--- config.mk ---
export PLATFORM = sky130hd
export DESIGN_NAME = imm_decode_top
export DESIGN_NICKNAME = d
export VERILOG_FILES = /design/src/verilog/isa_pkg.sv /design/src/verilog/decode_pkg.sv /design/src/verilog/imm_decode_top.sv /design/src/verilog/decode_imm.sv /design/src/verilog/fp_cvt32to64.sv /design/src/verilog/ins_group_queue.sv /design/src/verilog/ins_group_former.sv
export VERILOG_INCLUDE_DIRS = /design/src /design/src/verilog
export SDC_FILE = /design/constraint.sdc
export NUM_CORES = 2
export LEC_CHECK = 0
export ABC_AREA = 0
export ABC_CLOCK_PERIOD_IN_PS = 23400
export BUFFER_PORTS_ARGS = -buffer_cell sky130_fd_sc_hd__buf_2
export CORE_ASPECT_RATIO = 0.8
export CORE_MARGIN = 2
export CORE_UTILIZATION = 28
export DETAILED_ROUTE_END_ITERATION = 8
export GPL_TIMING_DRIVEN = 0
export MAX_ROUTING_LAYER = met4
export PLACE_DENSITY_LB_ADDON = 0.12
export SLEW_MARGIN = 20
export SYNTH_ARGS = -nofsm -noshare
export SYNTH_HDL_FRONTEND = slang
export SYNTH_SLANG_ARGS = --single-unit
--- constraint.sdc ---
create_clock -name clk -period 23.4 [get_ports clk]
set_clock_uncertainty 0.2 [all_clocks]
set_input_delay 2.34 -clock clk [delete_from_list [all_inputs] [get_ports clk]]
set_output_delay 2.34 -clock clk [all_outputs]
set_load 0.01 [all_outputs]
--- src/verilog/decode_params.svh ---
// Decode front end build parameters
// Sizes shared by the group former, the group queue and the decoder

`ifndef DECODE_PARAMS_SVH
`define DECODE_PARAMS_SVH

// ======================================================================
// Group geometry
// ======================================================================

// Instruction words delivered per fetch group, word 0 leads
`define DEC_GROUP_LEN 6

// ======================================================================
// Credit link sizing
// ======================================================================

// Default number of entries in the instruction group queue
`define DEC_QUEUE_DEPTH 4

// Wide enough to count the full queue depth of credits
`define DEC_CREDIT_W 3

`endif
--- src/verilog/isa_pkg.sv ---
// ISA definitions for the 40-bit variable-length instruction set
// Holds the opcode encoding and the two views of an instruction word

package isa_pkg;

	// ======================================================================
	// Opcodes, always bits 6 to 0 of a word
	// ======================================================================
	typedef enum logic [6:0] {
		OP_NOP    = 7'h00,
		OP_ADDI   = 7'h04,
		OP_ANDI   = 7'h08,
		OP_ORI    = 7'h09,
		OP_LDO    = 7'h43,
		OP_STO    = 7'h53,
		OP_BCC    = 7'h28,
		OP_FLT3   = 7'h63,
		OP_VEC    = 7'h6c,
		OP_PFXA32 = 7'h70,
		OP_PFXB32 = 7'h74,
		OP_PFXC32 = 7'h78
	} opcode_e;

	// General view of a word
	// The upper 21 bits carry the embedded immediate of the immediate forms,
	// the middle field holds register and condition selects that this
	// front end does not decode
	typedef struct packed {
		logic [20:0] imm21;
		logic [10:0] fld;
		logic        rsv;
		opcode_e     opcode;
	} ins_any_t;

	// Postfix view, a 32-bit constant riding above the opcode
	typedef struct packed {
		logic [31:0] val;
		logic        rsv;
		opcode_e     opcode;
	} ins_pfx_t;

	// One 40-bit word, read either way depending on its opcode
	typedef union packed {
		ins_any_t any;
		ins_pfx_t pfx;
	} instruction_t;

endpackage

--- src/verilog/decode_pkg.sv ---
// Decode pipeline types
// Group payload carried over the credit link and the decoded immediates

`include "decode_params.svh"

package decode_pkg;
	import isa_pkg::*;

	// A fetch group, word 0 is the leading instruction
	typedef instruction_t [`DEC_GROUP_LEN-1:0] ins_group_t;

	// ======================================================================
	// Decoder result
	// ======================================================================
	// Up to three immediates for the leading instruction
	// Each present flag qualifies its immediate
	typedef struct packed {
		logic [63:0] imma;
		logic [63:0] immb;
		logic [63:0] immc;
		logic        has_imma;
		logic        has_immb;
		logic        has_immc;
	} imm_out_t;

endpackage

--- src/verilog/imm_decode_top.sv ---
// Immediate decode front end
// Group former feeding the group queue over a credit link, with the
// immediate decoder draining the queue

`timescale 1ns/10ps

module imm_decode_top import decode_pkg::*;
(
	input  logic       clk,
	input  logic       arst_n,
	input  ins_group_t in_group,
	input  logic       in_valid,
	output logic       in_ready,
	output imm_out_t   out_imm,
	output logic       out_valid,
	input  logic       out_ready
);

	// Credit link between former and queue
	logic       push;
	ins_group_t push_group;
	logic       credit_return;

	// Queue head towards the decoder
	logic       pop_valid;
	ins_group_t pop_group;
	logic       pop;

	ins_group_former i_ins_group_former (
		.clk           (clk),
		.arst_n        (arst_n),
		.in_group      (in_group),
		.in_valid      (in_valid),
		.in_ready      (in_ready),
		.push          (push),
		.push_group    (push_group),
		.credit_return (credit_return)
	);

	ins_group_queue i_ins_group_queue (
		.clk           (clk),
		.arst_n        (arst_n),
		.push          (push),
		.push_group    (push_group),
		.pop_valid     (pop_valid),
		.pop_group     (pop_group),
		.pop           (pop),
		.credit_return (credit_return)
	);

	decode_imm i_decode_imm (
		.clk       (clk),
		.arst_n    (arst_n),
		.pop_valid (pop_valid),
		.pop_group (pop_group),
		.pop       (pop),
		.out_imm   (out_imm),
		.out_valid (out_valid),
		.out_ready (out_ready)
	);

endmodule

--- src/verilog/decode_imm.sv ---
// Immediate decoder
// Extracts up to three 64-bit immediates for the leading instruction of a
// group, from its own fields and from in-order 32-bit postfix words

`timescale 1ns/10ps
`include "decode_params.svh"

module decode_imm import isa_pkg::*, decode_pkg::*;
(
	input  logic       clk,
	input  logic       arst_n,
	input  logic       pop_valid,
	input  ins_group_t pop_group,
	output logic       pop,
	output imm_out_t   out_imm,
	output logic       out_valid,
	input  logic       out_ready
);

	logic [39:0] w0;
	logic        fp_dbl;
	logic        pfx_lo [3];
	logic        pfx_hi [3];
	logic [2:0]  lo_ndx [3];
	logic [2:0]  hi_ndx [3];
	logic [31:0] cvt_in [3];
	logic [63:0] cvt_out [3];
	logic [63:0] imm [3];
	logic        has [3];
	imm_out_t    dec;

	// Opcode at a word position, reads past the group see a NOP
	function automatic opcode_e op_at(input ins_group_t grp, input logic [2:0] idx);
		opcode_e op;
		op = OP_NOP;
		if (idx < 3'(`DEC_GROUP_LEN))
			op = grp[idx].any.opcode;
		return op;
	endfunction

	// Postfix opcode for A, B and C in that order
	function automatic opcode_e pfx_op(input int kind);
		case (kind)
		0:       return OP_PFXA32;
		1:       return OP_PFXB32;
		default: return OP_PFXC32;
		endcase
	endfunction

	assign w0 = pop_group[0];
	// Double precision float ops take their postfix constants as singles
	assign fp_dbl = (pop_group[0].any.opcode == OP_FLT3) && (w0[26:25] == 2'd2);

	// ======================================================================
	// Postfix scan
	// ======================================================================
	always_comb
	begin : scan
		logic [2:0] ndx;
		ndx = 3'd1;
		// A vector qualifier sits between the instruction and its postfixes
		if (op_at(pop_group, ndx) == OP_VEC)
			ndx = ndx + 3'd1;
		// Only in-order postfixes are taken, a missing kind is just skipped
		for (int k = 0; k < 3; k++)
		begin
			pfx_lo[k] = 1'b0;
			pfx_hi[k] = 1'b0;
			lo_ndx[k] = 3'd0;
			hi_ndx[k] = 3'd0;
			if (op_at(pop_group, ndx) == pfx_op(k))
			begin
				pfx_lo[k] = 1'b1;
				lo_ndx[k] = ndx;
				ndx = ndx + 3'd1;
				// A repeat of the same kind carries the upper half
				if (op_at(pop_group, ndx) == pfx_op(k))
				begin
					pfx_hi[k] = 1'b1;
					hi_ndx[k] = ndx;
					ndx = ndx + 3'd1;
				end
			end
		end
	end

	// One converter per immediate slot, fed from the first postfix of its kind
	for (genvar k = 0; k < 3; k++)
	begin : g_cvt
		assign cvt_in[k] = pop_group[lo_ndx[k]].pfx.val;
		fp_cvt32to64 u_cvt (.a(cvt_in[k]), .o(cvt_out[k]));
	end

	// ======================================================================
	// Immediate assembly
	// ======================================================================
	always_comb
	begin
		for (int k = 0; k < 3; k++)
		begin
			imm[k] = '0;
			has[k] = 1'b0;
		end
		// Constants embedded in the leading word
		case (pop_group[0].any.opcode)
		OP_ADDI, OP_LDO, OP_STO:
		begin
			imm[1] = {{43{w0[39]}}, pop_group[0].any.imm21};
			has[1] = 1'b1;
		end
		OP_ANDI:
		begin
			// Ones above so the mask keeps the upper bits
			imm[1] = {{43{1'b1}}, pop_group[0].any.imm21};
			has[1] = 1'b1;
		end
		OP_ORI:
		begin
			imm[1] = {51'd0, pop_group[0].any.imm21[12:0]};
			has[1] = 1'b1;
		end
		OP_BCC:
		begin
			// Displacement is split around the condition fields
			imm[2] = {{47{w0[39]}}, w0[39:25], w0[12:11]};
			has[2] = 1'b1;
		end
		default:
		begin
		end
		endcase
		// Postfixes override whatever the leading word supplied
		for (int k = 0; k < 3; k++)
		begin
			if (pfx_lo[k])
			begin
				imm[k] = {{32{cvt_in[k][31]}}, cvt_in[k]};
				if (fp_dbl)
					imm[k] = cvt_out[k];
				if (pfx_hi[k])
					imm[k][63:32] = pop_group[hi_ndx[k]].pfx.val;
				has[k] = 1'b1;
			end
		end
		dec.imma     = imm[0];
		dec.immb     = imm[1];
		dec.immc     = imm[2];
		dec.has_imma = has[0];
		dec.has_immb = has[1];
		dec.has_immc = has[2];
	end

	// ======================================================================
	// Output register
	// ======================================================================
	// Take a group whenever the output slot is free or emptying
	assign pop = pop_valid && (!out_valid || out_ready);

	always_ff @(posedge clk or negedge arst_n)
	begin
		if (!arst_n)
			out_valid <= 1'b0;
		else
			out_valid <= pop || (out_valid && !out_ready);
	end

	always_ff @(posedge clk)
	begin
		if (pop)
			out_imm <= dec;
	end

	// A stalled result stays put until the next stage takes it
	a_out_hold: assert property (@(posedge clk) disable iff (!arst_n)
		out_valid && !out_ready |=> out_valid && $stable(out_imm));

endmodule

--- src/verilog/fp_cvt32to64.sv ---
// Single to double precision converter
// Purely combinational, denormal inputs flush to signed zero

`timescale 1ns/10ps

module fp_cvt32to64
(
	input  logic [31:0] a,
	output logic [63:0] o
);

	logic        sgn;
	logic [7:0]  exp8;
	logic [22:0] frac;

	assign sgn  = a[31];
	assign exp8 = a[30:23];
	assign frac = a[22:0];

	always_comb
	begin
		if (exp8 == 8'h00)
			// Zero and denormals both give a signed zero
			o = {sgn, 63'd0};
		else if (exp8 == 8'hff)
			// Infinity and NaN keep their fraction bits in the upper positions
			o = {sgn, 11'h7ff, frac, 29'd0};
		else
			// Bias moves from 127 to 1023
			o = {sgn, {3'b000, exp8} + 11'd896, frac, 29'd0};
	end

endmodule

--- src/verilog/ins_group_queue.sv ---
// Instruction group queue
// Circular FIFO of fetch groups, returns one credit per popped entry

`timescale 1ns/10ps
`include "decode_params.svh"

module ins_group_queue import decode_pkg::*;
#(
	parameter int DEPTH = `DEC_QUEUE_DEPTH
)
(
	input  logic       clk,
	input  logic       arst_n,
	input  logic       push,
	input  ins_group_t push_group,
	output logic       pop_valid,
	output ins_group_t pop_group,
	input  logic       pop,
	output logic       credit_return
);

	localparam int PTR_W = (DEPTH > 1) ? $clog2(DEPTH) : 1;
	localparam int CNT_W = $clog2(DEPTH + 1);

	ins_group_t       mem [DEPTH];
	logic [PTR_W-1:0] wr_ptr;
	logic [PTR_W-1:0] rd_ptr;
	logic [CNT_W-1:0] count;

	// Head entry is shown as soon as the write has landed
	assign pop_valid = count != '0;
	assign pop_group = mem[rd_ptr];

	// Storage holds payload only
	always_ff @(posedge clk)
	begin
		if (push)
			mem[wr_ptr] <= push_group;
	end

	// ======================================================================
	// Pointers, occupancy and credit return
	// ======================================================================
	always_ff @(posedge clk or negedge arst_n)
	begin
		if (!arst_n)
		begin
			wr_ptr        <= '0;
			rd_ptr        <= '0;
			count         <= '0;
			credit_return <= 1'b0;
		end
		else
		begin
			// Pointers wrap by compare so any depth works
			if (push)
				wr_ptr <= (wr_ptr == PTR_W'(DEPTH - 1)) ? '0 : wr_ptr + 1'b1;
			if (pop)
				rd_ptr <= (rd_ptr == PTR_W'(DEPTH - 1)) ? '0 : rd_ptr + 1'b1;
			case ({push, pop})
			2'b10:   count <= count + 1'b1;
			2'b01:   count <= count - 1'b1;
			default: count <= count;
			endcase
			// The freed entry is reported one cycle after the pop
			credit_return <= pop;
		end
	end

	// The producer's credits keep it from writing into a full queue
	a_no_push_full: assert property (@(posedge clk) disable iff (!arst_n)
		push |-> count != CNT_W'(DEPTH));

	// The decoder only pops an entry that is on display
	a_no_pop_empty: assert property (@(posedge clk) disable iff (!arst_n)
		pop |-> pop_valid);

endmodule

--- src/verilog/ins_group_former.sv ---
// Instruction group former
// Takes fetch groups under valid/ready and sends them to the group queue,
// spending one credit per push and regaining one per returned credit

`timescale 1ns/10ps
`include "decode_params.svh"

module ins_group_former import decode_pkg::*;
(
	input  logic       clk,
	input  logic       arst_n,
	input  ins_group_t in_group,
	input  logic       in_valid,
	output logic       in_ready,
	output logic       push,
	output ins_group_t push_group,
	input  logic       credit_return
);

	logic [`DEC_CREDIT_W-1:0] credit_cnt;
	logic                     accept;

	// The send register always drains in the cycle after it fills, so it
	// never blocks a new group by itself
	// A group may only be taken if a credit is left over after the push
	// that is in flight right now
	assign in_ready = credit_cnt > `DEC_CREDIT_W'(push);
	assign accept   = in_valid && in_ready;

	// ======================================================================
	// Send register and credit counter
	// ======================================================================
	always_ff @(posedge clk or negedge arst_n)
	begin
		if (!arst_n)
		begin
			push       <= 1'b0;
			credit_cnt <= `DEC_CREDIT_W'(`DEC_QUEUE_DEPTH);
		end
		else
		begin
			push <= accept;
			// A push and a returned credit in one cycle cancel out
			case ({push, credit_return})
			2'b10:   credit_cnt <= credit_cnt - 1'b1;
			2'b01:   credit_cnt <= credit_cnt + 1'b1;
			default: credit_cnt <= credit_cnt;
			endcase
		end
	end

	// Group payload, qualified by push
	always_ff @(posedge clk)
	begin
		if (accept)
			push_group <= in_group;
	end

	// The queue must never hand back more credits than it has entries
	a_credit_bound: assert property (@(posedge clk) disable iff (!arst_n)
		credit_cnt <= `DEC_CREDIT_W'(`DEC_QUEUE_DEPTH));

	// Every push is covered by a credit held at that time
	a_push_credit: assert property (@(posedge clk) disable iff (!arst_n)
		push |-> credit_cnt != '0);

endmodule

* Word level (Yosys, flattened, before mapping) *
Memory sizes are Yosys's and may differ from the RTL's.
Cells that the tools add are included.

word-level totals
  bits of input ports = 244
  bits in read-only memories = 0
  output and inout bits = 197
  memories = 1
  RAM bits = 960
  latch bits = 0
  bits in registers = 448
  word-level logic and storage cells = 177

operators by class
  muxes and demuxes = 84
  divide/modulo/power cells = 0
  reductions and logical operators = 16
  order comparisons = 19
  shift-type cells = 0
  add/sub/neg operators = 14
  bitwise operators = 0
  equality and inequality tests = 24
  multipliers = 0

memory list
  memory                 depth  width  rd ports  clocked after Yosys merged registers in  write ports  line                   RTL
  i_ins_group_queue.mem  4      240    1         0                                        1            ins_group_queue.sv:25  ins_group_t mem [DEPTH];

operator list
  cell                     count
  $bmux W40 S3             12
  $mux W63                 9
  $mux W40                 6
  $mux W64                 3
  $pmux W64 S3             1
  $mux W7                  18
  $mux W32                 3
  $eq A7 B7 Y1 const B     7
  $lt A3 B4 Y1 const B     11
  $mux W3                  13
  $add A8 B10 Y11 const B  3
  $eq A8 B8 Y1 const B     3
  $logic_not A8 Y1         3
  $eq A7 B7 Y1             3
  $add A3 B1 Y3 const B    6
  $lt A3 B3 Y1 const B     5
  $eq A7 B4 Y1 const B     2
  $mux W1                  14
  $pmux W3 S2              2
  $eq A2 B2 Y1 const B     5
  $eq A7 B3 Y1 const B     1
  $eq A7 B6 Y1 const B     1
  $mux W2                  3
  $sub A3 B1 Y3 const B    2
  13 further kinds         21

* Longest topological paths before layout *
An unclocked memory read counts as a cell.

  depth in word-level cells = 32
  mapped depth = 44
  depth with buffers taken out = 31

* Cells and area by module *
From an unflattened synthesis, not the netlist that was laid out.

second synthesis, totals
  cells, all modules = 3,905
  area, all modules = 61,954.4 µm²

by module, submodules not included
  module            times used  area an instance (µm²)  seq. area each (µm²)  cells each
  ins_group_queue   1           35,061.1                29,027.8              1,293
  decode_imm        1           17,813.3                5,880.6               2,135
  ins_group_former  1           7,420.9                 7,308.3               258
  fp_cvt32to64      3           553.0                   0.0                   73

* Least setup slack after synthesis *
OpenSTA, ideal clock, no wires.

  path type = input-to-reg
  start = input port out_ready
  end = register i_ins_group_queue.count[2]
  slack = 9,079 ps
  data required time = 23,121 ps
  library setup time = 79 ps
  stages on the path = 8
  path buffers = 0
  data arrival time = 14,041 ps
  cell sequence = inv_1 > a21oi_1 > ha_1 > inv_1 > fa_1 > xor2_1 > nor2_1 > xor2_1

on the way
  word-level cells in the longest chain between the ends = 4
  elaborated cells between the ends (all ways) = 6
  those cells by class = eq/ne: 2; mux: 1; reduce/logical: 3

RTL lines
  item                                               line                   RTL
  start: declaration                                 imm_decode_top.sv:16   input logic out_ready
  $logic_or A1 B1 Y1 (*)                             decode_imm.sv:157      assign pop = pop_valid && (!out_valid || out_ready);
  $logic_and A1 B1 Y1 (*)                            decode_imm.sv:157
  named net i_decode_imm.pop                         decode_imm.sv:14       output logic pop,
  $eq A2 B1 Y1 or $eq A2 B2 Y1 (tied branches)       ins_group_queue.sv:60  case ({push, pop})
  $pmux W3 S2 or $reduce_bool A2 Y1 (tied branches)  -
  end signal: assignment                             ins_group_queue.sv:61  2'b10: count <= count + 1'b1;
  end signal: assignment                             ins_group_queue.sv:62  2'b01: count <= count - 1'b1;
  end signal: assignment                             ins_group_queue.sv:63  default: count <= count;
  end: declaration                                   ins_group_queue.sv:28  logic [CNT_W-1:0] count;

The timed path passes the listed nets; every way through them passes the cells marked *.
A chain may end at the register's enable or synchronous reset.

==> impl_metrics.py <==
metrics = {
    "run_status": {
        "outcome": "completed",
    },
    "critical_path": {
        "cp-startpoint": "i_ins_group_queue.rd_ptr[1]",
        "worst_r2r_path_depth": 43,
        "worstPathArrival_ps": 16220,
        "cp_slowest_cell": "sky130_fd_sc_hd__a211oi_1",
        "timing.reg2reg.setup_slack_ps": 7450,
        "endpoint": "i_decode_imm.out_imm[37]",
        "timing.critical_path.mode_cell": "sky130_fd_sc_hd__clkbuf_1",
        "cp.depth": 43,
        "crit_type": "flop to flop",
        "timing.critical_path.from_type": "flop",
        "cp_num_buf_inv": 19,
        "required_ps": 23670,
        "cp_top_family": "buffers and inverters",
        "worstSetupEndpointType": "flop",
        "r2r-start": "i_ins_group_queue.rd_ptr[1]",
        "cp_slowest_stage_delay_ps": 870,
        "worstReg2RegEnd": "i_decode_imm.out_imm[37]",
        "biggest_fanout_along_the_worst_timing_path": 11,
    },
    "placed_design": {
        "numPortBuffers": 434,
        "gpl.final_weighted_congestion": 0.9670,
        "dp.final_hpwl_um": 178000,
        "minimum_setup_slack_after_placement_ps": 7697,
    },
    "global_routing": {
        "vias_in_the_first_global_route": 37290,
        "grt_first_pass_wirelength_um": 316000,
        "initial_antenna_violation_count": 20,
        "grt_max_degree": 48,
        "grt.met3_usage": 0.04022,
        "gr-max-usage-layer": "met1",
        "globalRouteTotalUtil": 0.2227,
        "globalRouteMet1Util": 0.3238,
        "globalRoute.totalOverflow": 0,
        "use_met2": 0.3171,
    },
    "run": {
        "maxCapViolCount": 0,
    },
    "floorplan": {
        "overall_die_height_um": 412.3,
        "floorplan.die_area_um2": 212100,
        "initial_core_util": 0.2825,
        "io_pins": 441,
        "core_region_area_um2": 206600,
        "die_wd_um": 514.4,
        "placementRows": 149,
    },
    "final_layout": {
        "design.final.nets": 4777,
        "final_common_cell": "sky130_fd_sc_hd__edfxtp_1",
        "layout.cells.most_common_list": "1,365 x sky130_fd_sc_hd__edfxtp_1, 654 x sky130_fd_sc_hd__nand2_1, 452 x sky130_fd_sc_hd__buf_2",
        "area_delta_synth_final_pct": 19.72,
        "post_route_cells_drive_above_1_share": 0.2140,
    },
    "pwr": {
        "leakage_nw": 23.89,
        "ir_worst_vdd_uv": 92.31,
        "power.density_cell_area_nw_per_um2": 142.3,
    },
    "logic_synthesis": {
        "synth_warnings": 0,
        "synth.yosys.seq_area_share": 0.7081,
        "synth_seq_cells": 1378,
        "syn-num-nets": 4149,
        "synth-main-ff-cell": "sky130_fd_sc_hd__edfxtp_1",
        "mappedNetlistArea_um2": 58350,
        "ys_types": 99,
        "synth.area.top_cells": "sky130_fd_sc_hd__edfxtp_1 70%, sky130_fd_sc_hd__mux4_2 8.1%, sky130_fd_sc_hd__nand2_1 4.2%",
        "asyncSetResetFlopFracSynth": 0.009434,
        "netlist.top_cell.by_area": "sky130_fd_sc_hd__edfxtp_1",
        "synth_enable_flop_cells": 1365,
        "syn_inst": 3890,
        "synth_top_area_share": 0.7025,
        "post_synth.cell_area_avg_um2": 15.00,
    },
    "clock_network": {
        "postCtsSetupRepairBufs": 0,
        "clk_pin_slew_worst_paths_ps": 60,
        "tritoncts.num_buffers": 147,
        "hold_buffers": 0,
        "max-clock-path-buffers": 3,
        "clock-sinks": 1378,
        "cts_root_buf": "sky130_fd_sc_hd__clkbuf_16",
        "number_of_resized_instances_in_the_post_cts_repair_step": 0,
        "h-tree-depth": 4,
        "clock_tree_from_tritoncts": "built",
        "worst_skew_late_latency_ps": 820,
    },
    "min_path": {
        "hold_path_class": "flop to flop",
    },
    "drt": {
        "detail_route.first_pass.iterations": 7,
        "routedWlPerCell_um": 31.73,
        "via_count": 38690,
        "post-route-drc-count": 0,
        "finalWirelength_um": 233800,
        "drt.antenna.violating_nets": 0,
        "drtIter0Drc": 5234,
        "detail_route.vias_per_cell": 5.251,
    },
    "timing": {
        "setup_repair_after_global_routing_missed_its_margin": "no",
        "final-max-slew-violation-count": 0,
        "finalWorstSetupSlack_ps": 7450,
        "finalWorstPathRequiredPeriod_ps": 15950,
        "fmax_mhz": 62.70,
        "timing.final.hold_violations": 0,
        "finalCritPeriodShare": 0.6816,
        "finalSetupViolCount": 0,
        "maxSlewHeadroom": 0.2134,
        "worstMarginPinSlew_ps": 1180,
        "tns_ps": 0,
    },
}
state kept, by name, indices dropped and copies added, names as in the netlist:
name,count
i_ins_group_queue.mem,936
i_ins_group_former.push_group,234
i_decode_imm.out_imm,195
i_ins_group_former.credit_cnt,3
i_ins_group_queue.count,3
i_ins_group_queue.rd_ptr,2
i_ins_group_queue.wr_ptr,2
i_decode_imm.out_valid,1
i_ins_group_former.push,1
i_ins_group_queue.credit_return,1
through the flow:
| stage | utilization | instance area [µm²] | instances | total power, mW | hold slack (ps) |
|---|---|---|---|---|---|
| 2_1_floorplan | - | 58350 | 3890 | 5.733 | 242.6 |
| 3_3_place_gp | 0.3095 | 63920 | 7042 | 7.750 | 260.2 |
| 3_5_place_dp | 0.3148 | 65030 | 7087 | 7.574 | 259.6 |
| 4_1_cts | 0.3380 | 69820 | 7354 | 9.934 | 270.9 |
| 5_1_grt | 0.3380 | 69830 | 7357 | 10.30 | 298.5 |
| 6_report | 0.3382 | 69860 | 7369 | 9.942 | 266.5 |
logic make-up after synthesis:
group | share of synthesized area
AO/OA/AOI/OAI | 0.08610
flip-flops | 0.7081
multiplexers | 0.1003
XOR/XNOR | 0.001201
AND/OR/NAND/NOR | 0.08067
buffers and inverters | 0.02016
adder cells (fa/ha/maj) | 0.003474
power by group:
| group | total [mW] | switching, mW | internal [mW] |
|---|---|---|---|
| Clock | 2.33 | 1.00 | 1.33 |
| Combinational | 3.93 | 2.81 | 1.12 |
| Sequential | 3.68 | 0.230 | 3.45 |
| Total | 9.94 | 4.04 | 5.90 |
cell type report:
cell class                 instances  area (µm²)
buffer                           242       987.2
clock inverter                    92       977.2
fill                           20190      136700
timing repair buffer             479        3244
clock buffer                     175        3805
multi-input combinational       2218       15890
sequential                      1378       41320
antenna                           15       37.54
tap                             2718        3401
inverter                          52       195.2
cells in the mapped netlist, drive strengths merged (5+ instances only):
cell type and count:
nand4 9, nand2 656, nor3b 5, a22oi 5, dfrtp 12, and2 12
nor3 17, nor2 160, nand4b 6, o21a 6, and3 12, clkbuf 170
mux4 209, o211ai 34, a31oi 40, o31ai 46, inv 52, o31a 17
edfxtp 1365, o221ai 6, a221oi 6, mux2 14, o32ai 6, a211oi 58
o22ai 53, a21boi 5, a21o 7, ha 13, nand3 139, a21oi 207
a311oi 28, a22o 18, buf 72, or2 9, o21ai 201, nor2b 38
mux2i 98
worst min-delay path by stage:
stage | start | to | depth (start not counted)
3_3_place_gp | i_ins_group_queue.count[2] | i_ins_group_queue.count[2] | 1
6_report | i_ins_group_queue.count[2] | i_ins_group_queue.count[2] | 1
5_1_grt | i_ins_group_queue.count[2] | i_ins_group_queue.count[2] | 1
4_1_cts | i_ins_group_queue.count[2] | i_ins_group_queue.count[2] | 1
3_5_place_dp | i_ins_group_queue.count[2] | i_ins_group_queue.count[2] | 1
2_1_floorplan | i_ins_group_queue.count[2] | i_ins_group_queue.count[2] | 1
per-layer routing:
| metal | share of wire | routed length [µm] | vias up |
|---|---|---|---|
| met5 | 0 | 0 | - |
| met4 | 0.029 | 6736 | 0 |
| met3 | 0.075 | 17630 | 291 |
| met2 | 0.43 | 100900 | 1894 |
| met1 | 0.46 | 108600 | 20040 |
| li1 | - | - | 16460 |
Power figures use the tool's default switching activity.
